## src/logic/pinmux_macros.svh

```systemverilog
`ifndef PINMUX_MACROS_SVH
`define PINMUX_MACROS_SVH

// Pad and bus sizes
`define PINMUX_NUM_PADS     16
`define PINMUX_APB_AW       5
`define PINMUX_APB_DW       32

// Function counts
`define PINMUX_NUM_PWM      6
`define PINMUX_NUM_INT      2

// Strap window, pads 5 to 12
`define PINMUX_STRAP_LSB    5
`define PINMUX_NUM_STRAP    8

// Input synchronizer depth
`define PINMUX_SYNC_STAGES  2

// Fixed pad positions on port D
`define PINMUX_PAD_RXD      0
`define PINMUX_PAD_TXD      1
`define PINMUX_INT_PAD_LSB  2

// PWM k pad index, packed 4 bits per entry, PWM0 in the low nibble
// PWM0..5 on PD3, PD5, PD6, PB1, PB2, PB3
`define PINMUX_PAD_IDX_W    4
`define PINMUX_PWM_PAD_MAP  {4'd11, 4'd10, 4'd9, 4'd6, 4'd5, 4'd3}

`endif

```

## src/logic/pinmux_pkg.sv

```systemverilog
`default_nettype none

`include "pinmux_macros.svh"

package pinmux_pkg;

  // APB register map, byte addresses
  typedef enum logic [`PINMUX_APB_AW-1:0] {
    REG_GPIO_DIR  = 5'h00,
    REG_GPIO_OUT  = 5'h04,
    REG_GPIO_IN   = 5'h08,
    REG_FUNC_SEL  = 5'h0C,
    REG_STRAP     = 5'h10
  } pinmux_reg_e;

  // Function select fields, MSB first
  typedef struct packed {
    logic                       strap_ctrl;  // 1 - strap pads held as input
    logic                       uart_enb;
    logic [`PINMUX_NUM_INT-1:0] int_enb;
    logic [`PINMUX_NUM_PWM-1:0] pwm_enb;
  } pinmux_func_t;

endpackage

`default_nettype wire

```

## src/logic/pinmux_apb_regs.sv

```systemverilog
`default_nettype none

`include "pinmux_macros.svh"

module pinmux_apb_regs (
  input  logic                         mclk_i,
  input  logic                         arst_n_i,
  // APB slave
  input  logic                         psel_i,
  input  logic                         penable_i,
  input  logic                         pwrite_i,
  input  logic [`PINMUX_APB_AW-1:0]    paddr_i,
  input  logic [`PINMUX_APB_DW-1:0]    pwdata_i,
  output logic [`PINMUX_APB_DW-1:0]    prdata_o,
  output logic                         pready_o,
  output logic                         pslverr_o,
  // Readback from pad side
  input  logic [`PINMUX_NUM_PADS-1:0]  gpio_in_i,
  input  logic [`PINMUX_NUM_STRAP-1:0] strap_i,
  // Configuration towards pads
  output logic [`PINMUX_NUM_PADS-1:0]  gpio_dir_o,
  output logic [`PINMUX_NUM_PADS-1:0]  gpio_out_o,
  output pinmux_pkg::pinmux_func_t     func_sel_o
);

  import pinmux_pkg::*;

  pinmux_reg_e reg_addr;
  logic        access;
  logic        addr_hit;
  logic        addr_ro;
  logic        wr_en;
  logic        rd_en;

  //----------------------------------------------------------------------
  // Address decode
  //----------------------------------------------------------------------
  assign reg_addr = pinmux_reg_e'(paddr_i);

  // Access phase, second cycle of a transfer
  assign access = psel_i & penable_i;

  always_comb begin
    addr_hit = 1'b1;
    addr_ro  = 1'b0;
    case (reg_addr)
      REG_GPIO_DIR,
      REG_GPIO_OUT,
      REG_FUNC_SEL: addr_ro = 1'b0;
      // Status only, writes rejected
      REG_GPIO_IN,
      REG_STRAP:    addr_ro = 1'b1;
      default:      addr_hit = 1'b0;
    endcase
  end

  assign wr_en = access & pwrite_i & addr_hit & ~addr_ro;
  assign rd_en = access & ~pwrite_i;

  // No wait states
  assign pready_o  = 1'b1;
  // Unmapped address or write to a status register
  assign pslverr_o = access & (~addr_hit | (pwrite_i & addr_ro));

  //----------------------------------------------------------------------
  // Writable registers
  //----------------------------------------------------------------------
  always_ff @(posedge mclk_i or negedge arst_n_i) begin
    if (!arst_n_i) begin
      gpio_dir_o            <= '0;
      gpio_out_o            <= '0;
      func_sel_o            <= '0;
      // Strap pads stay input until software releases them
      func_sel_o.strap_ctrl <= 1'b1;
    end else if (wr_en) begin
      case (reg_addr)
        REG_GPIO_DIR: gpio_dir_o <= pwdata_i[`PINMUX_NUM_PADS-1:0];
        REG_GPIO_OUT: gpio_out_o <= pwdata_i[`PINMUX_NUM_PADS-1:0];
        REG_FUNC_SEL: func_sel_o <= pinmux_func_t'(pwdata_i[$bits(pinmux_func_t)-1:0]);
        default: ;
      endcase
    end
  end

  //----------------------------------------------------------------------
  // Read data, valid in the access cycle
  //----------------------------------------------------------------------
  always_comb begin
    prdata_o = '0;
    if (rd_en) begin
      case (reg_addr)
        REG_GPIO_DIR: prdata_o[`PINMUX_NUM_PADS-1:0]     = gpio_dir_o;
        REG_GPIO_OUT: prdata_o[`PINMUX_NUM_PADS-1:0]     = gpio_out_o;
        REG_GPIO_IN:  prdata_o[`PINMUX_NUM_PADS-1:0]     = gpio_in_i;
        REG_FUNC_SEL: prdata_o[$bits(pinmux_func_t)-1:0] = func_sel_o;
        REG_STRAP:    prdata_o[`PINMUX_NUM_STRAP-1:0]    = strap_i;
        default: ;
      endcase
    end
  end

  // Selected slave never stalls the master
  a_pready_on_psel: assert property (
    @(posedge mclk_i) disable iff (!arst_n_i)
    psel_i |-> pready_o
  );

  // Error only in the access phase
  a_slverr_in_access: assert property (
    @(posedge mclk_i) disable iff (!arst_n_i)
    pslverr_o |-> (psel_i && penable_i)
  );

endmodule

`default_nettype wire

```

## src/logic/pinmux_pad_in.sv

```systemverilog
`default_nettype none

`include "pinmux_macros.svh"

module pinmux_pad_in (
  input  logic                         mclk_i,
  input  logic                         arst_n_i,
  // Raw pad inputs
  input  logic [`PINMUX_NUM_PADS-1:0]  pad_in_i,
  // Function enables
  input  logic                         uart_enb_i,
  input  logic [`PINMUX_NUM_INT-1:0]   int_enb_i,
  // Towards registers
  output logic [`PINMUX_NUM_PADS-1:0]  gpio_in_o,
  output logic [`PINMUX_NUM_STRAP-1:0] strap_o,
  // Towards peripherals
  output logic                         uart_rxd_o,
  output logic [`PINMUX_NUM_INT-1:0]   ext_intr_o
);

  logic [`PINMUX_SYNC_STAGES-1:0][`PINMUX_NUM_PADS-1:0] sync_q;
  logic [`PINMUX_NUM_STRAP-1:0]                         strap_q;
  logic                                                 strap_vld;

  //----------------------------------------------------------------------
  // Input synchronizer with the raw pad into stage 0
  //----------------------------------------------------------------------
  always_ff @(posedge mclk_i or negedge arst_n_i) begin
    if (!arst_n_i) begin
      sync_q <= '0;
    end else begin
      sync_q <= {sync_q[`PINMUX_SYNC_STAGES-2:0], pad_in_i};
    end
  end

  assign gpio_in_o = sync_q[`PINMUX_SYNC_STAGES-1];

  //----------------------------------------------------------------------
  // Strap capture
  //----------------------------------------------------------------------
  // Flag set on first edge after reset release
  always_ff @(posedge mclk_i or negedge arst_n_i) begin
    if (!arst_n_i) begin
      strap_vld <= 1'b0;
    end else begin
      strap_vld <= 1'b1;
    end
  end

  // Tracks the pads during reset and freezes once the flag is set
  always_ff @(posedge mclk_i) begin
    if (!strap_vld) begin
      strap_q <= pad_in_i[`PINMUX_STRAP_LSB +: `PINMUX_NUM_STRAP];
    end
  end

  assign strap_o = strap_q;

  //----------------------------------------------------------------------
  // Function routing
  //----------------------------------------------------------------------
  // Idle line high when UART0 is off
  assign uart_rxd_o = uart_enb_i ? pad_in_i[`PINMUX_PAD_RXD] : 1'b1;

  // INT0 on PD2 and INT1 on PD3 masked after sync
  assign ext_intr_o = gpio_in_o[`PINMUX_INT_PAD_LSB +: `PINMUX_NUM_INT] & int_enb_i;

  // Disabled interrupt stays quiet
  a_intr_masked: assert property (
    @(posedge mclk_i) disable iff (!arst_n_i)
    (ext_intr_o & ~int_enb_i) == '0
  );

endmodule

`default_nettype wire

```

## src/logic/pinmux_pad_out.sv

```systemverilog
`default_nettype none

`include "pinmux_macros.svh"

module pinmux_pad_out (
  // Register side
  input  logic [`PINMUX_NUM_PADS-1:0] gpio_dir_i,
  input  logic [`PINMUX_NUM_PADS-1:0] gpio_out_i,
  input  pinmux_pkg::pinmux_func_t    func_sel_i,
  // Peripheral outputs
  input  logic [`PINMUX_NUM_PWM-1:0]  pwm_wfm_i,
  input  logic                        uart_txd_i,
  // Pad drive with active-low oen
  output logic [`PINMUX_NUM_PADS-1:0] pad_out_o,
  output logic [`PINMUX_NUM_PADS-1:0] pad_oen_o
);

  // Pad index of each PWM in 4-bit entries
  localparam logic [`PINMUX_PAD_IDX_W*`PINMUX_NUM_PWM-1:0] pwm_pad_map = `PINMUX_PWM_PAD_MAP;

  //----------------------------------------------------------------------
  // Pad selection
  //----------------------------------------------------------------------
  // Lowest priority first so each later rule overrides
  always_comb begin
    // Default is input with output low
    pad_out_o = '0;
    pad_oen_o = '1;

    // Plain GPIO
    for (int p = 0; p < `PINMUX_NUM_PADS; p++) begin
      if (gpio_dir_i[p]) begin
        pad_oen_o[p] = 1'b0;
        pad_out_o[p] = gpio_out_i[p];
      end
    end

    // INT0/INT1 pads forced to input
    for (int k = 0; k < `PINMUX_NUM_INT; k++) begin
      if (func_sel_i.int_enb[k]) begin
        pad_oen_o[`PINMUX_INT_PAD_LSB + k] = 1'b1;
        pad_out_o[`PINMUX_INT_PAD_LSB + k] = 1'b0;
      end
    end

    // UART0 with RXD on PD0 and TXD on PD1
    if (func_sel_i.uart_enb) begin
      pad_oen_o[`PINMUX_PAD_RXD] = 1'b1;
      pad_out_o[`PINMUX_PAD_RXD] = 1'b0;
      pad_oen_o[`PINMUX_PAD_TXD] = 1'b0;
      pad_out_o[`PINMUX_PAD_TXD] = uart_txd_i;
    end

    // PWM waveforms through the pad map
    for (int k = 0; k < `PINMUX_NUM_PWM; k++) begin
      if (func_sel_i.pwm_enb[k]) begin
        pad_oen_o[pwm_pad_map[k*`PINMUX_PAD_IDX_W +: `PINMUX_PAD_IDX_W]] = 1'b0;
        pad_out_o[pwm_pad_map[k*`PINMUX_PAD_IDX_W +: `PINMUX_PAD_IDX_W]] = pwm_wfm_i[k];
      end
    end

    // Strap control wins over everything
    if (func_sel_i.strap_ctrl) begin
      for (int p = `PINMUX_STRAP_LSB; p < `PINMUX_STRAP_LSB + `PINMUX_NUM_STRAP; p++) begin
        pad_oen_o[p] = 1'b1;
        pad_out_o[p] = 1'b0;
      end
    end
  end

  //----------------------------------------------------------------------
  // Checks
  //----------------------------------------------------------------------
  // Strap window never driven under strap control
  always_comb begin
    if (func_sel_i.strap_ctrl) begin
      a_strap_input: assert final (
        pad_oen_o[`PINMUX_STRAP_LSB +: `PINMUX_NUM_STRAP] == '1
      );
    end
  end

endmodule

`default_nettype wire

```

## src/logic/pinmux_top.sv

```systemverilog
`default_nettype none

`include "pinmux_macros.svh"

module pinmux_top (
  input  logic                        mclk_i,
  input  logic                        arst_n_i,
  // APB slave
  input  logic                        psel_i,
  input  logic                        penable_i,
  input  logic                        pwrite_i,
  input  logic [`PINMUX_APB_AW-1:0]   paddr_i,
  input  logic [`PINMUX_APB_DW-1:0]   pwdata_i,
  output logic [`PINMUX_APB_DW-1:0]   prdata_o,
  output logic                        pready_o,
  output logic                        pslverr_o,
  // Pads
  input  logic [`PINMUX_NUM_PADS-1:0] pad_in_i,
  output logic [`PINMUX_NUM_PADS-1:0] pad_out_o,
  output logic [`PINMUX_NUM_PADS-1:0] pad_oen_o,
  // Peripherals
  input  logic [`PINMUX_NUM_PWM-1:0]  pwm_wfm_i,
  input  logic                        uart_txd_i,
  output logic                        uart_rxd_o,
  output logic [`PINMUX_NUM_INT-1:0]  ext_intr_o
);

  import pinmux_pkg::*;

  logic [`PINMUX_NUM_PADS-1:0]  gpio_dir;
  logic [`PINMUX_NUM_PADS-1:0]  gpio_out;
  logic [`PINMUX_NUM_PADS-1:0]  gpio_in;
  logic [`PINMUX_NUM_STRAP-1:0] strap;
  pinmux_func_t                 func_sel;
  logic                         uart_enb;
  logic [`PINMUX_NUM_INT-1:0]   int_enb;

  // Enables needed on the input side
  assign uart_enb = func_sel.uart_enb;
  assign int_enb  = func_sel.int_enb;

  //----------------------------------------------------------------------
  // Register block
  //----------------------------------------------------------------------
  pinmux_apb_regs i_apb_regs (
    .mclk_i     (mclk_i),
    .arst_n_i   (arst_n_i),
    .psel_i     (psel_i),
    .penable_i  (penable_i),
    .pwrite_i   (pwrite_i),
    .paddr_i    (paddr_i),
    .pwdata_i   (pwdata_i),
    .prdata_o   (prdata_o),
    .pready_o   (pready_o),
    .pslverr_o  (pslverr_o),
    .gpio_in_i  (gpio_in),
    .strap_i    (strap),
    .gpio_dir_o (gpio_dir),
    .gpio_out_o (gpio_out),
    .func_sel_o (func_sel)
  );

  // Pad inputs, strap and interrupts
  pinmux_pad_in i_pad_in (
    .mclk_i     (mclk_i),
    .arst_n_i   (arst_n_i),
    .pad_in_i   (pad_in_i),
    .uart_enb_i (uart_enb),
    .int_enb_i  (int_enb),
    .gpio_in_o  (gpio_in),
    .strap_o    (strap),
    .uart_rxd_o (uart_rxd_o),
    .ext_intr_o (ext_intr_o)
  );

  // Pad output and direction select
  pinmux_pad_out i_pad_out (
    .gpio_dir_i (gpio_dir),
    .gpio_out_i (gpio_out),
    .func_sel_i (func_sel),
    .pwm_wfm_i  (pwm_wfm_i),
    .uart_txd_i (uart_txd_i),
    .pad_out_o  (pad_out_o),
    .pad_oen_o  (pad_oen_o)
  );

endmodule

`default_nettype wire

```

## config.mk

```make
export PLATFORM = sky130hd
export DESIGN_NAME = pinmux_top
export DESIGN_NICKNAME = d
export VERILOG_FILES = /design/src/logic/pinmux_pkg.sv /design/src/logic/pinmux_apb_regs.sv /design/src/logic/pinmux_pad_in.sv /design/src/logic/pinmux_pad_out.sv /design/src/logic/pinmux_top.sv
export VERILOG_INCLUDE_DIRS = /design/src /design/src/logic
export SDC_FILE = /design/constraint.sdc
export NUM_CORES = 1
export LEC_CHECK = 0
export ABC_AREA = 1
export BUFFER_PORTS_ARGS = -buffer_cell sky130_fd_sc_hd__buf_2
export CORE_MARGIN = 4
export CORE_UTILIZATION = 51
export CTS_CLUSTER_DIAMETER = 80
export DETAILED_ROUTE_END_ITERATION = 10
export PLACE_DENSITY_LB_ADDON = 0.2
export SLEW_MARGIN = 10
export SYNTH_ARGS = -nofsm -noshare
export SYNTH_HDL_FRONTEND = slang
export SYNTH_SLANG_ARGS = --single-unit
```

## constraint.sdc

```tcl
create_clock -name mclk_i -period 1.98 [get_ports mclk_i]
set_clock_uncertainty 0.2 [all_clocks]
set_input_delay 0.198 -clock mclk_i [delete_from_list [all_inputs] [get_ports mclk_i]]
set_output_delay 0.198 -clock mclk_i [all_outputs]
set_load 0.1 [all_outputs]
```

==> metrics.csv, run 1 <==
metric;value;unit
status;complete, but fails checks;
failing checks;negative setup slack;
Routability Congestion;0.926;
synthesized area per cell;8.55;um2
Fmax;0.501;GHz
Worst Setup Start Kind;flop;
Seq/Total Area, Yosys;0.526;
HPWL after DPL;8.63;mm
placed cells;671;
post-route clock period utilization;1.01;
I/O pins;134;
dpl ws;0.00204;ns
global-route wire length before repair;21.0;mm
input/output buffers;100;
total core area;7690;um2
Post-synth top flop;dfrtp_1;
Longest Clk Path Bufs;2;
ANT nets after route;0;
cell taking the most area after synthesis;dfrtp_1;
CP Class;flop to primary output;
largest net degree at the start of global routing;37;
dpl cell area;5320;um2
Die W;96.9;um
drt total wl;12.8;mm
clock sinks;83;
DRT Pass-1 Iters;5;
Netlist cell types;27;
CP Data Arrival Time;1.60;ns
via count;4028;
ratio of cells with drive above 1 in the final layout;0.327;
clk_lat worst skew;0.36;ns
vias per inst;5.53;
CTS buffer count;9;
1st-iter DRT viols;392;
initial antenna violation count;0;
Synth top area share;0.460;
n_diodes;0;
GRT overflow;0;
Finished Layout Cells;728;
H-Tree Depth;3;
vias in the first global route;4127;
CP max FO;5;
CP endpoint kind;primary output;
initial core utilization;0.524;
#FFs+latches synth;83;
WP data required;1.58;ns
CTS tree;built;
DR WL/cell;17.5;um
setup TNS;-0.0154;ns
number of synthesized flops with an enable pin;8;
dominant cell by count in the synthesized netlist;nand2_1;
post-layout min period;2.00;ns
max_cap viols;0;
layout overhead on the synthesized area;49.0;%
Final Worst Setup Slack;-0.0154;ns
cells taking the most area after synthesis;dfrtp_1, nand2_1, nand3_1;
Slew Limit Fails;0;
top cells by instance count after synthesis;nand2_1, dfrtp_1, nand3_1, nand4_1, nor2_1;
clock-pin slew on the worst setup and hold paths;0.09;ns
DRC;0;
Chip Height;96.9;um
Mapped Cells;471;
gr usage total;0.281;
Hold Vio Cnt, Final;0;
final core occ;0.780;
maximum vdd drop;0.000532;V
Final #Nets;686;
Rows;32;
Worst Hold Class;input port to asynchronous set/reset pin;
CTS Root Cell;clkbuf_8;
Async SR Flop Fraction;0.904;
Final Instance Area;6000;um2
Final setup viols;1;
PD cells;617;nW/um2
die area;9380;um2
leak pwr;2.85;nW
cell area after synthesis;4030;um2
RSZ-0062 raised after global routing;true;
YS warnings;0;
[worst paths after layout]
path,from,endpoint,slack (ns),depth (start not counted)
max in group asynchronous,arst_n_i,i_apb_regs.gpio_out_o[14],0.97,3
hold reg to reg,i_pad_in.sync_q[12],i_pad_in.gpio_in_o[12],0.15,0
hold / removal,arst_n_i,i_apb_regs.gpio_out_o[8],0.05,2
setup reg to reg,i_pad_in.strap_vld,i_pad_in.strap_o[4],0.86,1
setup / recovery,i_apb_regs.func_sel_o[9],prdata_o[9],-0.02,6
min in group mclk_i,i_pad_in.sync_q[12],i_pad_in.gpio_in_o[12],0.15,0
[kinds of logic after synthesis]
kind of cell           after synthesis  synth area share
and+or+nand+nor                    305             0.359
DFF                                 83             0.526
buffers and inverters               67            0.0895
AOI/OAI and AO/OA                    9            0.0115
muxes                                5            0.0124
other                                2           0.00187
[final cells by class]
| type | count | area, um2 |
|---|---|---|
| Timing Repair Buffer | 162 | 1590 |
| Tap cell | 102 | 128 |
| Fill cell | 512 | 1690 |
| Clock inverter | 6 | 73.8 |
| Inverter | 28 | 136 |
| Sequential cell | 83 | 2120 |
| Multi-Input combinational cell | 337 | 1820 |
| Clock buffer | 10 | 128 |
[critical path, cell delays in order, from the launching register on]
cell	delay [ns]
dfstp_2	0.58
buf_6	0.13
nand2_2	0.05
nand2_2	0.08
nor2_4	0.04
nor2_4	0.16
buf_12	0.19
[timing repair]
action                     CTS  global route
setup endpoints to repair    6            12
gates resized for setup      2            15
hold endpoints to repair   140             0
cloned                       0             0
hold buffers                33             0
buffers inserted             5             3
pin swaps                    1             7
[metal layers]
| metal | share of wire | up-vias | GRT usage | wire, um |
|---|---|---|---|---|
| li1 | - | 1829 | - | - |
| met1 | 0.38 | 1899 | 0.358 | 4820 |
| met2 | 0.50 | 262 | 0.448 | 6320 |
| met3 | 0.097 | 38 | 0.0815 | 1240 |
| met4 | 0.029 | 0 | 0.118 | 373 |
| met5 | 0 | - | 0 | 0 |
[layout by cell type (no fill, tap or decap), drive strengths merged]
master	synthesis	layout
a21oi	2	2
dfstp	1	1
or2	1	1
o21ai	6	6
clkinv	0	1
conb	2	18
mux2i	5	5
nor2	39	39
nand2	149	149
nand4	40	40
o22ai	1	1
bufinv	0	1
buf	33	127
inv	28	23
nand3	75	75
dfrtp	74	74
dlygate4sd3	0	33
clkbuf	6	12
clkinvlp	0	9
edfxtp	8	8
nor3	1	1
[report_power, final]
group          switching (mW)  total [mW]  internal (mW)
Combinational           0.452       0.632          0.180
Sequential             0.0407        1.82           1.78
Clock                   0.652        1.25          0.599
Total                    1.14        3.70           2.56
[stage by stage]
stage / hold slack [ns] / total power, mW
after floorplan: -0.298 / 2.23
after global placement: -0.102 / 2.40
after detailed placement: -0.105 / 2.41
after CTS: 0.0558 / 3.71
after global routing: 0.0553 / 3.86
final: 0.0531 / 3.70
[sequential cells by signal, summed over array words and instances (netlist names)]
register / count
i_apb_regs.gpio_dir_o: 16
i_apb_regs.func_sel_o: 10
i_pad_in.strap_o: 8
i_apb_regs.gpio_out_o: 16
i_pad_in.strap_vld: 1
i_pad_in.sync_q: 16
i_pad_in.gpio_in_o: 16
No activity file was read; power rests on OpenSTA's default activity.
==> run 2: changes to the inputs <==
CORE_ASPECT_RATIO = 1.2   (was unset)
==> run 2 against run 1 <==
- fmax grew 2.4%
- die area hardly changed
- count of clock-buffer cells in the layout fell by 1
- sequential share of layout area is essentially flat
- the run now ends clean
- power grew 0.55%
- wire length is 6.5% lower
- register-to-register slack barely moved
==> metrics.csv, run 2 (synthesis results as in run 1) <==
metric;value;unit
Tot Pwr;3.72;mW
DRC;0;
clk_lat worst skew;0.35;ns
gr usage total;0.266;
clock-pin slew on the worst setup and hold paths;0.10;ns
Die W;89.1;um
CP endpoint kind;primary output;
layout overhead on the synthesized area;48.9;%
post-route clock period utilization;0.985;
CP max FO;5;
drt total wl;11.9;mm
total core area;7710;um2
I/O pins;134;
PD cells;621;nW/um2
Final #Nets;686;
dpl cell area;5340;um2
Worst Hold Class;input port to asynchronous set/reset pin;
Rows;35;
Chip Height;105;um
die area;9390;um2
largest net degree at the start of global routing;43;
WP data required;1.58;ns
Final Instance Area;5990;um2
vias in the first global route;3833;
Worst Setup Start Kind;flop;
maximum vdd drop;0.000530;V
commonest cells after routing, fill and taps aside;nand2_1, dfrtp_1, nand3_1;
DR WL/cell;16.6;um
global-route wire length before repair;19.1;mm
1st-iter DRT viols;340;
CP Class;flop to primary output;
setup TNS;0;ns
Routability Congestion;0.866;
CTS Root Cell;clkbuf_8;
status;complete, no violations;
via count;3872;
vias per inst;5.39;
ratio of cells with drive above 1 in the final layout;0.327;
Worst slew margin;0.406;
fillers;554;
CTS tree;built;
post-layout min period;1.95;ns
Worst-Margin Slew;0.889;ns
CTS buffer count;9;
input/output buffers;100;
n_diodes;0;
Longest Clk Path Bufs;2;
max_cap viols;0;
HPWL after DPL;8.34;mm
Slew Limit Fails;0;
Fmax;0.513;GHz
Finished Layout Cells;718;
Hold Vio Cnt, Final;0;
ANT nets after route;0;
clock sinks;83;
most common cell after layout, fill and taps aside;nand2_1;
initial antenna violation count;0;
RSZ-0062 raised after global routing;true;
CP Data Arrival Time;1.55;ns
initial core utilization;0.522;
placed cells;664;
GRT overflow;0;
leak pwr;2.86;nW
H-Tree Depth;3;
Final setup viols;0;
DRT Pass-1 Iters;5;
run 2: changes by cell type in the layout (fill, tap and decap cells not counted), sizes merged:
cell / delta
clkinv: +1
clkbuf: -2
buf: +1
clkinvlp: -1
inv: +1
run 2: metrics by stage:
step / hold slack (ns) / setup WS (ns) / utilization
floorplan: -0.298 / -0.100 / -
global placement: -0.0388 / -0.0921 / 0.693
detailed placement: -0.0349 / -0.146 / 0.693
CTS: 0.118 / 0.0154 / 0.769
global route: 0.161 / -0.0127 / 0.778
finish: 0.116 / 0.0306 / 0.778
run 2: where the power goes:
group / leakage (nW) / internal, mW / switching (mW)
Combinational: 1.71 / 0.187 / 0.451
Clock: 0.102 / 0.605 / 0.665
Sequential: 1.04 / 1.78 / 0.0373
run 2: worst paths after layout:
path,startpoint,cells after the start,to,slack (ns)
worst max-delay path,i_apb_regs.func_sel_o[9],6,prdata_o[9],0.03
worst min-delay path,arst_n_i,2,i_pad_in.gpio_in_o[0],0.12
worst max register to register,i_pad_in.strap_vld,1,i_pad_in.strap_o[3],0.86
worst min register to register,i_pad_in.sync_q[1],0,i_pad_in.gpio_in_o[1],0.15
max in group asynchronous,arst_n_i,3,i_apb_regs.func_sel_o[9],0.88
min in group mclk_i,i_pad_in.sync_q[1],0,i_pad_in.gpio_in_o[1],0.15
run 2: final cells by class:
cell class / count / area (um2) / share of cell area
well taps: 92 / 115 / 0.0192
multi-input cells: 337 / 1830 / 0.305
inverters: 28 / 134 / 0.0223
flip-flops and latches: 83 / 2120 / 0.353
clock inverters: 7 / 83.8 / 0.0140
clock buffers: 9 / 124 / 0.0207
repair buffers: 162 / 1590 / 0.266
run 2: timing repair:
item | in CTS | in global routing
gates resized for setup | 3 | 9
hold endpoints to repair | 140 | 0
hold buffers | 33 | 0
endpoints found under the setup margin | 14 | 18
pin swaps | 0 | 8
buffers inserted | 2 | 3
run 2: worst max-delay path, stage by stage, from the launching register on:
cell     delay [ns]
dfstp_2        0.59
buf_12         0.13
nand2_2        0.05
nand2_2        0.07
nor2_4         0.05
nor2_4         0.13
buf_12         0.18
run 2: layer usage:
metal | part of all wire | global-route usage | routed length [um] | vias up
li1 | - | - | - | 1828
met1 | 0.39 | 0.356 | 4600 | 1837
met2 | 0.52 | 0.433 | 6220 | 190
met3 | 0.075 | 0.0539 | 895 | 17
met4 | 0.018 | 0.0798 | 211 | 0
met5 | 0 | 0 | 0 | -
==> run 3: changes to the inputs <==
CORE_ASPECT_RATIO = unset   (was 1.2)
PLACE_DENSITY_LB_ADDON = 0.1   (was 0.2)
==> run 3 against run 2 <==
- register-to-register slack hardly changed
- fmax fell by 0.14%
- worst setup slack worse by 0.0027 ns
- power down 1.3%
- first-iteration DRC count fell by 20%
- combinational power barely moved
- worst hold slack improved by 0.028 ns
- wire length increased by 2.8%
- critical path depth is 2 lower
- final area down 0.23%
- core utilization about the same
- via count increased by 3.5%
- critical path type unchanged
- largest power group unchanged
==> metrics.csv, run 3 (synthesis results as in run 1) <==
metric;value;unit
H-Tree Depth;3;
setup TNS;0;ns
Finished Layout Cells;729;
Worst-Margin Slew;0.939;ns
maximum vdd drop;0.000502;V
CP Data Arrival Time;1.55;ns
CP max FO;4;
cell depth of the worst flop-to-flop path;1;
multi-input combinational cell area;1820;um2
CTS Root Cell;clkbuf_8;
GRT overflow;0;
Worst Hold Class;input port to asynchronous set/reset pin;
CP endpoint kind;primary output;
CTS tree;built;
final core occ;0.778;
leak pwr;2.84;nW
reg-to-reg slack, setup;0.85;ns
RSZ-0062 raised after global routing;true;
Switch Pwr;1.12;mW
CP Class;flop to primary output;
vias per inst;5.50;
post-layout min period;1.95;ns
drt total wl;12.3;mm
placed cells;674;
Reg power frac;0.495;
part of the power in the clock network;0.332;
biggest cell delay along the critical path;0.43;ns
fillers;512;
combinational power share;0.174;
Die W;96.9;um
clock-pin slew on the worst setup and hold paths;0.09;ns
clk_lat worst skew;0.35;ns
Longest Clk Path Bufs;2;
register area;2120;um2
clock sinks;83;
commonest cells after routing, fill and taps aside;nand2_1, dfrtp_1, nand3_1;
gr usage total;0.266;
HPWL after DPL;8.51;mm
Hold Vio Cnt, Final;0;
post-route clock period utilization;0.986;
family with the most delay on the worst path;buffers and inverters;
worst r2r src;i_pad_in.strap_vld;
WP data required;1.58;ns
DRC;0;
vias in the first global route;4032;
PD cells;614;nW/um2
ANT nets after route;0;
DR WL/cell;16.8;um
I/O pins;134;
Slew Limit Fails;0;
Pint;2.55;mW
most common cell after layout, fill and taps aside;nand2_1;
Worst Setup Start Kind;flop;
max_cap viols;0;
Buf/Inv on CP;3;
Worst setup startpoint;i_apb_regs.func_sel_o[9];
input/output buffers;100;
total core area;7690;um2
Routability Congestion;0.956;
layout overhead on the synthesized area;48.5;%
CTS buffer count;9;
Critical-path top delay cell;buf_2;
status;complete, no violations;
Chip Height;96.9;um
1st-iter DRT viols;271;
die area;9380;um2
FF-to-FF End;i_pad_in.strap_o[5];
Worst slew margin;0.373;
initial antenna violation count;0;
Hold WS;0.144;ns
crit path cell chain;buf_6 -> buf_4 -> nor2_2 -> buf_2;
Sw Share;0.305;
Final #Nets;686;
via count;4007;
DRT Pass-1 Iters;5;
Final setup viols;0;
ratio of cells with drive above 1 in the final layout;0.326;
Fmax;0.512;GHz
global-route wire length before repair;20.0;mm
Rows;32;
initial core utilization;0.524;
largest net degree at the start of global routing;43;
-- run 3: worst max-delay path by stage --
stage | depth (start not counted) | to
2_1_floorplan | 1 | pad_oen_o[1]
3_3_place_gp | 8 | i_apb_regs.gpio_out_o[1]
3_5_place_dp | 8 | i_apb_regs.gpio_dir_o[2]
4_1_cts | 4 | pad_out_o[7]
5_1_grt | 5 | pad_out_o[6]
6_report | 4 | pad_out_o[7]
-- run 3: final cells by class --
cell class                 count  share of cell area
tap                          102              0.0213
sequential                    83               0.354
multi-input combinational    337               0.304
inverter                      28              0.0228
antenna                        1            0.000418
clock buffer                  11              0.0220
timing repair buffer         162               0.265
clock inverter                 5              0.0105
-- run 3: power groups by stage --
| stage | sequential [mW] | combinational (mW) | clock (mW) |
|---|---|---|---|
| finish | 1.82 | 0.638 | 1.22 |
| global route | 1.82 | 0.671 | 1.31 |
| CTS | 1.82 | 0.629 | 1.23 |
| detailed placement | 1.85 | 0.573 | 0 |
| global placement | 1.85 | 0.565 | 0 |
| floorplan | 1.84 | 0.395 | 0 |
-- run 3: timing repair --
item / 4_1_cts / 5_1_grt
hold endpoints to repair: 86 / 0
endpoints found under the setup margin: 13 / 12
gates resized for setup: 2 / 11
buffers inserted: 4 / 1
pin swaps: 0 / 3
hold buffers: 33 / 0
gates cloned: 0 / 0
-- run 3: per-stage QoR --
stage	instance area (um2)	worst slack [ns]	total power, mW
2_1_floorplan	4280	-0.100	2.23
3_3_place_gp	5360	-0.0416	2.41
3_5_place_dp	5360	-0.112	2.42
4_1_cts	5930	0.00476	3.68
5_1_grt	5980	-0.0194	3.80
6_report	5980	0.0279	3.67
-- run 3: routing by layer --
| metal | up-vias | share of wire | wire length [um] | track usage |
|---|---|---|---|---|
| li1 | 1821 | - | - | - |
| met1 | 1909 | 0.39 | 4810 | 0.336 |
| met2 | 253 | 0.50 | 6120 | 0.439 |
| met3 | 24 | 0.089 | 1100 | 0.0627 |
| met4 | 0 | 0.019 | 234 | 0.110 |
| met5 | - | 0 | 0 | 0 |
